## config.mk

```make
export PLATFORM = sky130hd
export DESIGN_NAME = cnn_input_loader
export DESIGN_NICKNAME = d
export VERILOG_FILES = /design/src/hdl/cnn_pkg.sv /design/src/hdl/cnn_input_loader.sv
export VERILOG_INCLUDE_DIRS = /design/src /design/src/hdl
export SDC_FILE = /design/constraint.sdc
export NUM_CORES = 1
export LEC_CHECK = 0
export ABC_AREA = 1
export BUFFER_PORTS_ARGS = -buffer_cell sky130_fd_sc_hd__buf_2
export CAP_MARGIN = 20
export CORE_AREA = 2 2 345 347
export CTS_CLUSTER_DIAMETER = 150
export DETAILED_ROUTE_END_ITERATION = 8
export DIE_AREA = 0 0 347 349
export REMOVE_ABC_BUFFERS = 1
export SYNTH_ARGS = -nofsm -noshare
export SYNTH_HDL_FRONTEND = slang
export SYNTH_SLANG_ARGS = --single-unit
```

## constraint.sdc

```tcl
create_clock -name clk -period 3.13 [get_ports clk]
set_input_delay 0.1565 -clock clk [delete_from_list [all_inputs] [get_ports clk]]
set_output_delay 0.1565 -clock clk [all_outputs]
set_load 0.005 [all_outputs]
```

## src/hdl/cnn_defs.svh

```systemverilog
`ifndef CNN_DEFS_SVH
`define CNN_DEFS_SVH

// ======================================================================
// frame geometry
// ======================================================================
`define CNN_IMG_DIM        6      // image side
`define CNN_KER_DIM        3      // kernel side
`define CNN_FMAP_DIM       4      // img - ker + 1
`define CNN_POOL_OUTS      4      // one per 2x2 quadrant
`define CNN_FC_OUTS        4      // dense rows

// ======================================================================
// stream layout
// ======================================================================
`define CNN_FRAME_BEATS    36     // one pixel per channel per beat
`define CNN_KER_BEATS      9      // kernel entries on beats 0..8
`define CNN_WEIGHT_BEATS   16     // weights on beats 0..15

// quantizer
`define CNN_QUANT_SHIFT    9
`define CNN_QUANT_MAX_IN   65023
`define CNN_QUANT_MIN_IN   (-65024)

`endif

```

## src/hdl/cnn_pkg.sv

```systemverilog
package cnn_pkg;

    // ==================================================================
    // data widths
    // ==================================================================
    typedef logic signed [7:0]  pixel_t;    // pixel, kernel entry, weight
    typedef logic signed [20:0] acc_t;      // feature map accumulator
    typedef logic signed [7:0]  qval_t;     // quantized pooled value
    typedef logic signed [19:0] result_t;   // dense output

    // ==================================================================
    // modes and state machines
    // ==================================================================
    typedef enum logic {
        ACT_RELU = 1'b0,
        ACT_ABS  = 1'b1
    } act_mode_t;

    typedef enum logic {
        LOAD_IDLE,
        LOAD_RX
    } load_state_t;

    typedef enum logic {
        CONV_IDLE,
        CONV_RUN
    } conv_state_t;

endpackage

```

## src/hdl/cnn_input_loader.sv

```systemverilog
`timescale 1ns/1ps
`include "cnn_defs.svh"

module cnn_input_loader (
    input  logic                clk,
    input  logic                rst_n,
    input  logic                i_valid,
    input  logic                i_mode,
    input  cnn_pkg::pixel_t     i_data_ch1,
    input  cnn_pkg::pixel_t     i_data_ch2,
    input  cnn_pkg::pixel_t     i_kernel_ch1,
    input  cnn_pkg::pixel_t     i_kernel_ch2,
    input  cnn_pkg::pixel_t     i_weight,
    input  logic                i_busy,
    output logic                o_load_done,
    output cnn_pkg::act_mode_t  o_mode,
    output cnn_pkg::pixel_t     o_image_ch1  [`CNN_IMG_DIM][`CNN_IMG_DIM],
    output cnn_pkg::pixel_t     o_image_ch2  [`CNN_IMG_DIM][`CNN_IMG_DIM],
    output cnn_pkg::pixel_t     o_kernel_ch1 [`CNN_KER_DIM][`CNN_KER_DIM],
    output cnn_pkg::pixel_t     o_kernel_ch2 [`CNN_KER_DIM][`CNN_KER_DIM],
    output cnn_pkg::pixel_t     o_weights    [`CNN_FC_OUTS][`CNN_POOL_OUTS]
);

    cnn_pkg::load_state_t state;
    logic [5:0]           beat_cnt;     // index of the beat being sampled
    logic                 beat_ok;

    // a new frame may only open while the engine is idle
    assign beat_ok = i_valid && (state == cnn_pkg::LOAD_RX || !i_busy);

    // ==================================================================
    // frame sequencing
    // ==================================================================
    always_ff @(posedge clk or negedge rst_n)
    begin
        if (!rst_n)
        begin
            state       <= cnn_pkg::LOAD_IDLE;
            beat_cnt    <= 6'd0;
            o_load_done <= 1'b0;
        end
        else
        begin
            o_load_done <= 1'b0;
            case (state)
                cnn_pkg::LOAD_IDLE:
                begin
                    if (beat_ok)
                    begin
                        state    <= cnn_pkg::LOAD_RX;
                        beat_cnt <= 6'd1;
                    end
                end
                default:
                begin
                    if (!i_valid)
                    begin
                        state    <= cnn_pkg::LOAD_IDLE;   // gap, drop partial frame
                        beat_cnt <= 6'd0;
                    end
                    else if (beat_cnt == `CNN_FRAME_BEATS - 1)
                    begin
                        state       <= cnn_pkg::LOAD_IDLE;
                        beat_cnt    <= 6'd0;
                        o_load_done <= 1'b1;
                    end
                    else
                        beat_cnt <= beat_cnt + 6'd1;
                end
            endcase
        end
    end

    // ==================================================================
    // beat steering into the stores
    // ==================================================================
    always_ff @(posedge clk)
    begin
        if (beat_ok)
        begin
            if (beat_cnt == 6'd0)
                o_mode <= cnn_pkg::act_mode_t'(i_mode);
            for (int r = 0; r < `CNN_IMG_DIM; r++)
                for (int c = 0; c < `CNN_IMG_DIM; c++)
                    if (beat_cnt == r * `CNN_IMG_DIM + c)
                    begin
                        o_image_ch1[r][c] <= i_data_ch1;
                        o_image_ch2[r][c] <= i_data_ch2;
                    end
            if (beat_cnt < `CNN_KER_BEATS)
            begin
                for (int r = 0; r < `CNN_KER_DIM; r++)
                    for (int c = 0; c < `CNN_KER_DIM; c++)
                        if (beat_cnt == r * `CNN_KER_DIM + c)
                        begin
                            o_kernel_ch1[r][c] <= i_kernel_ch1;
                            o_kernel_ch2[r][c] <= i_kernel_ch2;
                        end
            end
            if (beat_cnt < `CNN_WEIGHT_BEATS)
            begin
                for (int r = 0; r < `CNN_FC_OUTS; r++)
                    for (int c = 0; c < `CNN_POOL_OUTS; c++)
                        if (beat_cnt == r * `CNN_POOL_OUTS + c)
                            o_weights[r][c] <= i_weight;    // row r feeds output r
            end
        end
    end

endmodule

```

Word-level counts from Yosys, hierarchy flattened
Index checks and enable logic that the tools add are counted.

Bits in registers: 857. Word-level logic and storage cells: 225.

Add/subtract/negate cells: 1. $lt $le $gt $ge: 2. Eq/ne operators: 35. Mux-type cells: 11. Reductions and logical operators: 66.

Operator list (count): $eq A6 B5 Y1 const B (16); $reduce_and A3 Y1 (25); $reduce_and A2 Y1 (36); $eq A6 B4 Y1 const B (8); $eq A6 B3 Y1 const B (4); $eq A6 B6 Y1 const B (4); $mux W6 (4); $eq A6 B2 Y1 const B (2); $mux W1 (7); $add A6 B1 Y6 const B (1); $eq A6 B1 Y1 const B (1); $logic_not A6 Y1 (1); $lt A6 B4 Y1 const B (1); $lt A6 B5 Y1 const B (1); $reduce_bool A2 Y1 (1); $logic_and A1 B1 Y1 (1); $logic_not A1 Y1 (1); $logic_or A1 B1 Y1 (1).

Longest topological paths before layout
Gate-level depths: netlist of run 1.

Depth in word-level cells: 5. Gate-level depth with buffers: 7. Depth with buffers taken out: 7.

Least setup slack after synthesis of run 1
Ideal clock, no wire load.

Path type: reg-to-reg. From: register beat_cnt[0]. To: register o_kernel_ch1[0] in the netlist's numbering (enable). Setup time: 0.409 ns. Data arrival time: 2.048 ns. Slack: 0.673 ns. Stages on the path, launching flop included: 5. Period minus slack after synthesis: 2.457 ns. Cell sequence: dfrtp_1 inv_1 ha_1 nand2_1 nor3_1.

Cells in the longest elaborated chain, start to end: 2.

Ends and longest elaborated chain: start: declaration (RTL line cnn_input_loader.sv:25) `logic [5:0] beat_cnt;`; start signal: assignment (RTL line cnn_input_loader.sv:68) `beat_cnt <= beat_cnt + 6'd1;`; $lt A6 B4 Y1 (no source line) / $eq A6 B4 Y1 (equally long branches); $reduce_and A3 Y1 (no source line) *; end signal: indexed assignment (RTL line cnn_input_loader.sv:96) `o_kernel_ch1[r][c] <= i_kernel_ch1;`; end: declaration (RTL line cnn_input_loader.sv:19) `` output cnn_pkg::pixel_t o_kernel_ch1 [`CNN_KER_DIM][`CNN_KER_DIM], ``.

Mark *: on every way between the ends. The rest lies on a longest branch, timed or not. A chain may end at the register's enable or synchronous reset.

Worst setup path in the final report of run 1
From: register beat_cnt[4]. To: register o_kernel_ch1[70] in the netlist's numbering (enable).

Cells in the longest elaborated chain, start to end: 2.

Ends and longest elaborated chain: $lt A6 B4 Y1 (no source line) / $logic_not A6 Y1 (equally long branches); $reduce_and A3 Y1 (no source line) *.

Marks and branches as above.

==> impl_metrics.csv, run 1 <==
group,metric,value,unit
status,outcome,"finished clean",
setup_path,crit_arrival,2.64,ns
clock_network,cts_root_buffer,"clkbuf_16",
timing,final-max-slew-violation-count,0,
layout,fin_nets,2132,
clock_network,cts-htree-levels,3,
clock_network,clock-sinks,857,
routing,wire_per_inst,25.7,µm
power,p_sw,5.23,mW
power,switching_share,0.220,
run,drv_cap,0,
synthesis,synth.largest_area_cell,"edfxtp_1",
floorplan,die_x,347,µm
synthesis,ys_warn_count,0,
global_route,grt_max_degree,37,
setup_path,cp_slowest_cell,"nor2_2",
routing,dr_total_vias,14683,
power,combPwrFrac,0.040,
setup_path,cp-start-kind,"register",
placement,place_congestion,0.813,
global_route,grt_pass1_vias,14535,
synthesis,synth-seq-cells,857,
floorplan,die-height,349,µm
placement,io_buffers,894,
floorplan,rows,126,
timing,min_period,2.28,ns
layout,final_common_cell,"buf_2",
power,power_frac_clock,0.416,
timing,setup_viol,0,
timing,fin_skew,0.0396,ns
layout,regArea,0.0257,mm²
setup_path,critPathCaptureType,"register",
clock_network,cts_inserted_buffers,86,
synthesis,synth_cells,1002,
synthesis,yosys.area.top_type_share,0.965,
setup_path,critPathBufInv,1,
layout,syn_to_final_growth,38.1,%
layout,multi_input_area,681,µm²
setup_path,crit_type,"register to register",
setup_path,reg2reg_depth,4,
clock_network,cts_buffer_depth,3,
setup_path,max_stage_delay,0.61,ns
power,seqPwrFrac,0.544,
synthesis,netlist_area,0.0264,mm²
power,vdd_ir_drop_max,0.524,mV
synthesis,synth.distinct_cells,22,
routing,dr.pass1.iters,5,
setup_path,r2r_end,"o_kernel_ch1[70]$_DFFE_PP_",
routing,wl,94800,µm
global_route,grt_antenna_before_repair,17,
setup_path,required,3.49,ns
global_route,track_usage,0.149,
clock_network,cts_resized,0,
power,internal-power,18.5,mW
placement,dp.cells,3499,
routing,drt_iter0_markers,1310,
global_route,grt_overflow,0,
timing,finalSetupTns,0,ns
floorplan,pin_count,895,
hold_path,min_from,"i_data_ch2[7]",
power,p_leak,13.4,nW
hold_path,worstHoldEndpoint,"o_image_ch2[79]$_DFFE_PP_",
routing,vias_per_cell,3.98,
setup_path,r2r_slack,0.85,ns
hold_path,hp-class,"primary input to register",
setup_path,path_cells,"nor2_1, nand2_4, nor2_2, buf_12",
setup_path,reg2reg_from,"beat_cnt[4]$_DFFE_PN0P_",
timing,final_hold_viol_count,0,
synthesis,synth_area_per_cell,26.4,µm²
clock_network,cts_tree,"yes",
power,p_per_area,651,mW/mm²
hold_path,hold_path_depth,1,
clock_network,path_clk_slew,0.06,ns
floorplan,coreArea,0.117,mm²
timing,worstMarginPinSlew,1.13,ns
clock_network,worst_skew_pair.late_latency,0.66,ns
floorplan,die_area,0.121,mm²
synthesis,synth_seq_area_share,0.972,
timing,post-route-period-util,0.728,
layout,drive_above_1_share,0.523,
timing,rsz0062_at_grt,"no",
layout,fillCellCount,11430,
setup_path,cp_max_fo,30,
synthesis,synth_area_leaders,"edfxtp_1 96%, nor2_1 0.82%, dfrtp_1 0.76%",
timing,slew_headroom,0.244,
routing,drc,0,
setup_path,critical_path.top_delay_family,"simple AND/OR/NAND/NOR gates",
floorplan,initial_core_util,0.225,
layout,final_cells,3692,
timing,fmax,0.439,GHz
placement,dp_hpwl,65600,µm
global_route,grt_pass1_wl,123000,µm
layout,layout_common_cells,"894 x buf_2, 849 x edfxtp_1, 87 x clkbuf_16",
routing,ant_nets,0,
-- area by class of cell --
| cell class | count | area share |
|---|---|---|
| Antenna cell | 5 | 0.000343 |
| Sequential cell | 857 | 0.704 |
| Clock inverter | 46 | 0.0121 |
| Multi-Input combinational cell | 126 | 0.0187 |
| Clock buffer | 111 | 0.0621 |
| Tap cell | 1536 | 0.0527 |
| Timing Repair Buffer | 999 | 0.149 |
| Inverter | 12 | 0.00123 |
-- power groups by stage --
stage	Sequential [mW]	Clock (mW)	Combinational, mW
finish	12.9	9.89	0.955
floorplan	13.2	0	0.160
global placement	13.2	0	0.949
detailed placement	13.2	0	0.967
global route	12.9	10.6	1.03
CTS	12.9	10.1	0.997
-- registers in the layout, indices dropped and copies added, names as in the netlist --
signal        flops
state             1
o_load_done       1
o_weights       128
o_image_ch2     288
o_kernel_ch1     72
beat_cnt          6
o_kernel_ch2     72
o_mode            1
o_image_ch1     288
-- Yosys cell counts --
master    instances
edfxtp_1        849
nor2_1           58
nand2_1          29
inv_1            10
nor2_2            9
dfrtp_1           8
nand3_1           8
buf_6             5
ha_1              5
nand4_1           4
o21ai_0           3
inv_2             2
nand2_4           2
nor2_4            2
a21oi_1           1
buf_4             1
clkbuf_1          1
nand2_2           1
nand3_4           1
nor3_1            1
o211ai_1          1
xor2_1            1
-- per-stage QoR --
stage	cell area (µm²)	util	power, mW	hold WS [ns]	worst slack [ns]
3_5_place_dp	33500	0.285	14.1	0.0189	0.819
4_1_cts	36500	0.311	24.0	0.0379	0.792
6_report	36500	0.311	23.8	0.0624	0.852
5_1_grt	36500	0.311	24.5	0.0394	0.689
3_3_place_gp	33400	0.285	14.1	0.0166	0.834
2_1_floorplan	26400	-	13.3	-0.139	0.600
-- worst register-to-register path: stages (launching register included) --
cell and delay [ns]:
dfrtp_1 0.48, nor2_1 0.26, nand2_4 0.39, nor2_2 0.62
buf_12 0.23
-- how the worst max path moves through the flow --
stage                     depth (start not counted)  slack (ns)                    start                    endpoint
after floorplan                                   3        0.60  beat_cnt[4]$_DFFE_PN0P_   o_kernel_ch1[0]$_DFFE_PP_
after global placement                            4        0.83  beat_cnt[4]$_DFFE_PN0P_  o_kernel_ch2[65]$_DFFE_PP_
after detailed placement                          4        0.82  beat_cnt[4]$_DFFE_PN0P_  o_kernel_ch2[69]$_DFFE_PP_
after CTS                                         4        0.79  beat_cnt[4]$_DFFE_PN0P_  o_kernel_ch1[71]$_DFFE_PP_
after global routing                              5        0.69  beat_cnt[0]$_DFFE_PN0P_  o_kernel_ch1[21]$_DFFE_PP_
final                                             4        0.85  beat_cnt[4]$_DFFE_PN0P_  o_kernel_ch1[70]$_DFFE_PP_
-- logic make-up (layout without fill, tap and decap cells) --
| kind of cell | Yosys count | after routing | synth area share |
|---|---|---|---|
| AOI/OAI and AO/OA | 5 | 5 | 0.00104 |
| xor gates and xnor gates | 1 | 1 | 0.000331 |
| adders and majority gates | 5 | 5 | 0.00237 |
| buffers and inverters | 19 | 1168 | 0.00426 |
| DFF | 857 | 857 | 0.972 |
| other | 0 | 5 | 0 |
| and+or+nand+nor | 115 | 115 | 0.0197 |
-- per-layer routing --
layer  global-route usage  vias up  part of all wire
met3               0.0464      164             0.090
met2                0.258      896              0.50
li1                     -     6143                 -
met1                0.176     7478              0.38
met5                    0        -           0.00014
met4               0.0496        2             0.029
-- repair_timing --
item,CTS,global route
hold buffers,31,0
buffers inserted,0,0
endpoints found under the setup margin,0,0
hold endpoints to repair,308,0
Note: power is estimated with default switching activity, not from simulation.
==> run 2: changes to the inputs <==
- clock period: 3.13 -> 2.26 ns (I/O delays scaled with it)
==> run 2 against run 1 <==
  * Combinational power rose by 48%
  * Critical path depth rose by 1
  * Fmax rose by 9.4%
  * Final area rose by 1.5%
  * Sequential cell count did not move
  * Core utilization rose by 0.48 points
  * Worst setup slack got worse by 0.67 ns
  * Critical path type unchanged
  * Critical endpoint is now o_image_ch1[254]$_DFFE_PP_
  * Largest power group unchanged
  * Highest routed layer unchanged
==> impl_metrics.csv, run 2 (synthesis results as in run 1) <==
group,metric,value,unit
status,outcome,"finished clean",
layout,final_area,0.0371,mm²
setup_path,r2r_slack,0.18,ns
setup_path,critPathCapture,"o_image_ch1[254]$_DFFE_PP_",
layout,reg.largest.list,"o_image_ch1 x288, o_image_ch2 x288, o_weights x128",
layout,final_cells,3727,
timing,min_period,2.08,ns
setup_path,required,2.59,ns
setup_path,cp-start-kind,"register",
routing,vias_per_cell,3.99,
clock_network,cts_tree,"yes",
layout,final_common_cell,"buf_2",
routing,met2WireLength,48300,µm
floorplan,die-height,349,µm
routing,drc,0,
setup_path,cp_max_fo,16,
timing,final-max-slew-violation-count,0,
global_route,grt_pass1_wl,123000,µm
routing,ant_nets,0,
setup_path,crit_type,"register to register",
setup_path,reg2reg_depth,5,
floorplan,rows,126,
timing,final_hold_viol_count,0,
clock_network,clock-sinks,857,
clock_network,cts_root_buffer,"clkbuf_16",
routing,drt_iter0_markers,1142,
hold_path,hp-class,"primary input to register",
global_route,grt_overflow,0,
routing,wl,95100,µm
placement,dp.cells,3533,
routing,met3_length,8620,µm
layout,fillCellCount,11420,
clock_network,cts_buffer_depth,3,
setup_path,crit_start,"beat_cnt[0]$_DFFE_PN0P_",
placement,dp_hpwl,65900,µm
routing,dr.pass1.iters,5,
power,p_per_area,907,mW/mm²
layout,drive_above_1_share,0.532,
setup_path,r2r_end,"o_image_ch1[254]$_DFFE_PP_",
floorplan,die_x,347,µm
placement,place_congestion,0.792,
placement,dpl_cell_area,0.0338,mm²
clock_network,cts_inserted_buffers,87,
routing,dr_total_vias,14868,
floorplan,initial_core_util,0.225,
floorplan,coreArea,0.117,mm²
global_route,grt_antenna_before_repair,15,
setup_path,crit_arrival,2.42,ns
layout,syn_to_final_growth,40.2,%
floorplan,pin_count,895,
timing,slew_headroom,0.429,
clock_network,cts-htree-levels,3,
global_route,track_usage,0.149,
clock_network,path_clk_slew,0.06,ns
timing,worstMarginPinSlew,0.856,ns
placement,io_buffers,894,
layout,fin_nets,2172,
timing,fin_skew,0.0269,ns
setup_path,critPathCaptureType,"register",
timing,fmax,0.480,GHz
power,p_leak,13.7,nW
run,drv_cap,0,
global_route,grt_max_degree,37,
layout,layout_common_cells,"894 x buf_2, 849 x edfxtp_1, 92 x buf_4",
clock_network,worst_skew_pair.late_latency,0.66,ns
setup_path,reg2reg_from,"beat_cnt[0]$_DFFE_PN0P_",
floorplan,die_area,0.121,mm²
power,vdd_ir_drop_max,0.693,mV
routing,highest_layer,"met5",
timing,post-route-period-util,0.921,
global_route,grt_pass1_vias,14788,
routing,wl_met1,35500,µm
routing,wire_per_inst,25.5,µm
timing,setup_viol,0,
timing,rsz0062_at_grt,"no",
[run 2: power by group]
group	switching (mW)	internal, mW	total (mW)
clock	6.17	8.16	14.3
combinational	1.01	0.391	1.41
sequential	0.0804	17.8	17.9
[run 2: worst min-delay path by stage]
stage                   from                         to  slack (ns)  depth (start not counted)
2_1_floorplan          rst_n    beat_cnt[0]$_DFFE_PN0P_       -0.18                          0
3_3_place_gp           rst_n    beat_cnt[4]$_DFFE_PN0P_       -0.02                          1
4_1_cts        i_data_ch2[0]  o_image_ch2[56]$_DFFE_PP_      0.0009                          1
6_report       i_data_ch2[0]  o_image_ch2[56]$_DFFE_PP_        0.04                          1
3_5_place_dp           rst_n    beat_cnt[4]$_DFFE_PN0P_       -0.02                          1
5_1_grt        i_data_ch2[0]  o_image_ch2[40]$_DFFE_PP_       0.006                          1
[run 2: per-stage QoR]
stage               total power, mW  hold WS (ns)  utilization  TNS, ns  setup WS (ns)
finish                         33.6        0.0392        0.316        0          0.178
CTS                            34.0      0.000879        0.315        0          0.156
global route                   34.7       0.00649        0.315        0         0.0559
detailed placement             19.6       -0.0183        0.288  -0.0536       -0.00781
global placement               19.6       -0.0191        0.288        0         0.0143
floorplan                      18.5        -0.183            -    -4.33         -0.270
[run 2: worst max-delay path, stage by stage (launching register included)]
cell and delay, ns:
dfrtp_1 0.41, inv_1 0.17, ha_1 0.26, nand3_1 0.41
nor2_2 0.22, buf_4 0.29
[run 2: cell type report]
type | count | area [µm²] | area share
Multi-Input combinational cell | 126 | 686 | 0.0185
Timing Repair Buffer | 1038 | 5850 | 0.158
Antenna cell | 1 | 2.50 | 0.0000675
Inverter | 12 | 45.0 | 0.00122
Clock inverter | 52 | 594 | 0.0160
Tap cell | 1536 | 1920 | 0.0519
Clock buffer | 105 | 2270 | 0.0611
Sequential cell | 857 | 25700 | 0.693
[run 2: what timing repair did]
action                     CTS  global route
hold buffers                36             0
hold endpoints to repair   387             0
resized for setup            1             0
setup endpoints to repair   16             0
setup buffers                0             0
[run 2: routing by layer]
metal,global-route usage,up-vias
li1,-,6222
met5,0,-
met1,0.170,7545
met2,0.261,926
met4,0.0472,4
met3,0.0512,171
==> run 3: changes to the inputs <==
- BUFFER_PORTS_ARGS: -buffer_cell sky130_fd_sc_hd__buf_2 -> -buffer_cell sky130_fd_sc_hd__buf_4
- GPL_TIMING_DRIVEN: default -> 1
==> run 3 against run 2 <==
  * Die area unchanged
  * Total power increased by 0.90%
  * Global-route usage decreased by 0.23 points
  * Wire length decreased by 1.4%
  * First-iteration DRC count increased by 3.9%
  * Highest routed layer is now met4
  * Non-clock buffer count decreased by 34
  * Clock skew decreased by 0.0059 ns
  * Core utilization increased by 1.7 points
  * Final area increased by 5.4%
  * Worst hold slack improved by 0.00091 ns
  * Clock power about the same
  * Combinational power increased by 4%
==> impl_metrics.csv, run 3 (synthesis results as in run 1) <==
group,metric,value,unit
status,outcome,"finished clean",
global_route,grt_pass1_wl,122000,µm
hold_path,hp-class,"primary input to register",
routing,wire_per_inst,25.4,µm
setup_path,reg2reg_from,"beat_cnt[0]$_DFFE_PN0P_",
clock_network,postCtsSetupRepairBufs,0,
global_route,grt_pass1_vias,14564,
power,vdd_ir_drop_max,0.746,mV
global_route,track_usage,0.147,
floorplan,die_x,347,µm
setup_path,required,2.59,ns
setup_path,cp-start-kind,"register",
layout,layout_common_cells,"959 x buf_4, 849 x edfxtp_1, 89 x clkbuf_16",
clock_network,worst_skew_pair.late_latency,0.66,ns
power,p_leak,14.3,nW
layout,fin_nets,2140,
timing,slew_headroom,0.454,
clock_network,cts_inserted_buffers,89,
clock_network,cts_hold_buf,31,
clock_network,cts_resized,0,
setup_path,critPathCapture,"o_image_ch2[255]$_DFFE_PP_",
placement,io_buffers,894,
power,p_per_area,868,mW/mm²
clock_network,clock-sinks,857,
placement,dp_hpwl,62600,µm
routing,drc,0,
power,combPwrFrac,0.043,
timing,final-max-slew-violation-count,0,
setup_path,crit_type,"register to register",
clock_network,cts_tree,"yes",
timing,rsz0062_at_grt,"no",
timing,finalSetupTns,0,ns
layout,final_area,0.0391,mm²
timing,min_period,2.06,ns
timing,fmax,0.485,GHz
clock_network,cts-htree-levels,3,
layout,reg.largest.list,"o_image_ch1 x288, o_image_ch2 x288, o_weights x128",
routing,met3_length,8770,µm
power,seqPwrFrac,0.527,
run,drv_cap,0,
routing,wl_met1,34800,µm
layout,regArea,0.0257,mm²
routing,dr.pass1.iters,5,
setup_path,critPathCaptureType,"register",
setup_path,cp_max_fo,16,
floorplan,coreArea,0.117,mm²
routing,met2WireLength,47900,µm
timing,setup_viol,0,
global_route,grt_max_degree,37,
setup_path,crit_arrival,2.39,ns
placement,dpl_cell_area,0.0358,mm²
power,p_sw,7.29,mW
power,internal-power,26.6,mW
routing,highest_layer,"met4",
layout,multi_input_area,681,µm²
floorplan,rows,126,
clock_network,cts_buffer_depth,3,
routing,wl,93800,µm
floorplan,die_area,0.121,mm²
routing,drt_iter0_markers,1187,
routing,dr_total_vias,14687,
layout,final_common_cell,"buf_4",
global_route,grt_antenna_before_repair,10,
timing,worstMarginPinSlew,0.819,ns
clock_network,path_clk_slew,0.07,ns
layout,drive_above_1_share,0.526,
setup_path,r2r_end,"o_image_ch2[255]$_DFFE_PP_",
floorplan,die-height,349,µm
power,power_frac_clock,0.429,
timing,final_hold_viol_count,0,
timing,post-route-period-util,0.913,
setup_path,reg2reg_depth,5,
timing,fin_skew,0.0210,ns
layout,syn_to_final_growth,47.8,%
power,switching_share,0.215,
global_route,grt_overflow,0,
clock_network,cts_root_buffer,"clkbuf_16",
routing,ant_nets,0,
floorplan,pin_count,895,
floorplan,initial_core_util,0.225,
placement,place_congestion,0.793,
layout,fillCellCount,11139,
setup_path,r2r_slack,0.20,ns
routing,vias_per_cell,3.97,
setup_path,crit_start,"beat_cnt[0]$_DFFE_PN0P_",
[run 3: cell types whose count changed in the layout (fill, tap and decap cells not counted), moves of 2 or more]
| cell | before | now |
|---|---|---|
| buf_12 | 16 | 14 |
| buf_2 | 894 | 0 |
| buf_4 | 92 | 959 |
| clkinv_1 | 15 | 18 |
| clkinv_4 | 6 | 0 |
| clkinvlp_4 | 2 | 5 |
| dlygate4sd3_1 | 36 | 31 |
[run 3: how the worst min path moves through the flow]
| stage | to | cells past startpoint | from | slack, ns |
|---|---|---|---|---|
| after detailed placement | beat_cnt[4]$_DFFE_PN0P_ | 1 | rst_n | -0.05 |
| final | o_image_ch1[30]$_DFFE_PP_ | 1 | i_data_ch1[6] | 0.04 |
| after CTS | o_image_ch2[139]$_DFFE_PP_ | 1 | i_data_ch2[3] | 0.02 |
| after floorplan | beat_cnt[0]$_DFFE_PN0P_ | 0 | rst_n | -0.18 |
| after global placement | beat_cnt[4]$_DFFE_PN0P_ | 1 | rst_n | -0.06 |
| after global routing | o_image_ch1[142]$_DFFE_PP_ | 1 | i_data_ch1[6] | 0.02 |
[run 3: worst max-delay path, stage by stage (launching register included)]
cell and delay, ns:
dfrtp_1 0.41, inv_1 0.17, ha_1 0.26, nand3_1 0.39, nor2_2 0.21, buf_4 0.29
[run 3: final cells by class]
| cell class | instances | area share |
|---|---|---|
| Antenna cell | 1 | 0.0000641 |
| Multi-Input combinational cell | 126 | 0.0174 |
| Clock buffer | 107 | 0.0587 |
| Clock inverter | 55 | 0.0161 |
| Sequential cell | 857 | 0.658 |
| Timing Repair Buffer | 1004 | 0.199 |
| Inverter | 12 | 0.00115 |
| Tap cell | 1536 | 0.0492 |
[run 3: per-stage QoR]
step	hold slack [ns]	instances	utilization	total power [mW]	worst slack [ns]
global placement	-0.0557	3504	0.305	19.7	0.147
detailed placement	-0.0549	3504	0.305	19.7	0.118
global route	0.0228	3698	0.333	35.0	0.00418
floorplan	-0.183	995	-	18.5	-0.270
finish	0.0401	3698	0.333	33.9	0.197
CTS	0.0193	3697	0.333	34.3	0.113
[run 3: power by group through the flow]
stage	clock network (mW)	registers, mW	logic (mW)
after global routing	15.6	17.9	1.57
after global placement	0	18.2	1.47
after CTS	14.9	17.9	1.52
after detailed placement	0	18.2	1.47
after floorplan	0	18.2	0.221
final	14.6	17.9	1.47
[run 3: per-layer routing]
layer | vias to the layer above | GRT usage
met5 | - | 0
met4 | 0 | 0.0451
met3 | 133 | 0.0514
met2 | 881 | 0.256
met1 | 7512 | 0.169
li1 | 6161 | -
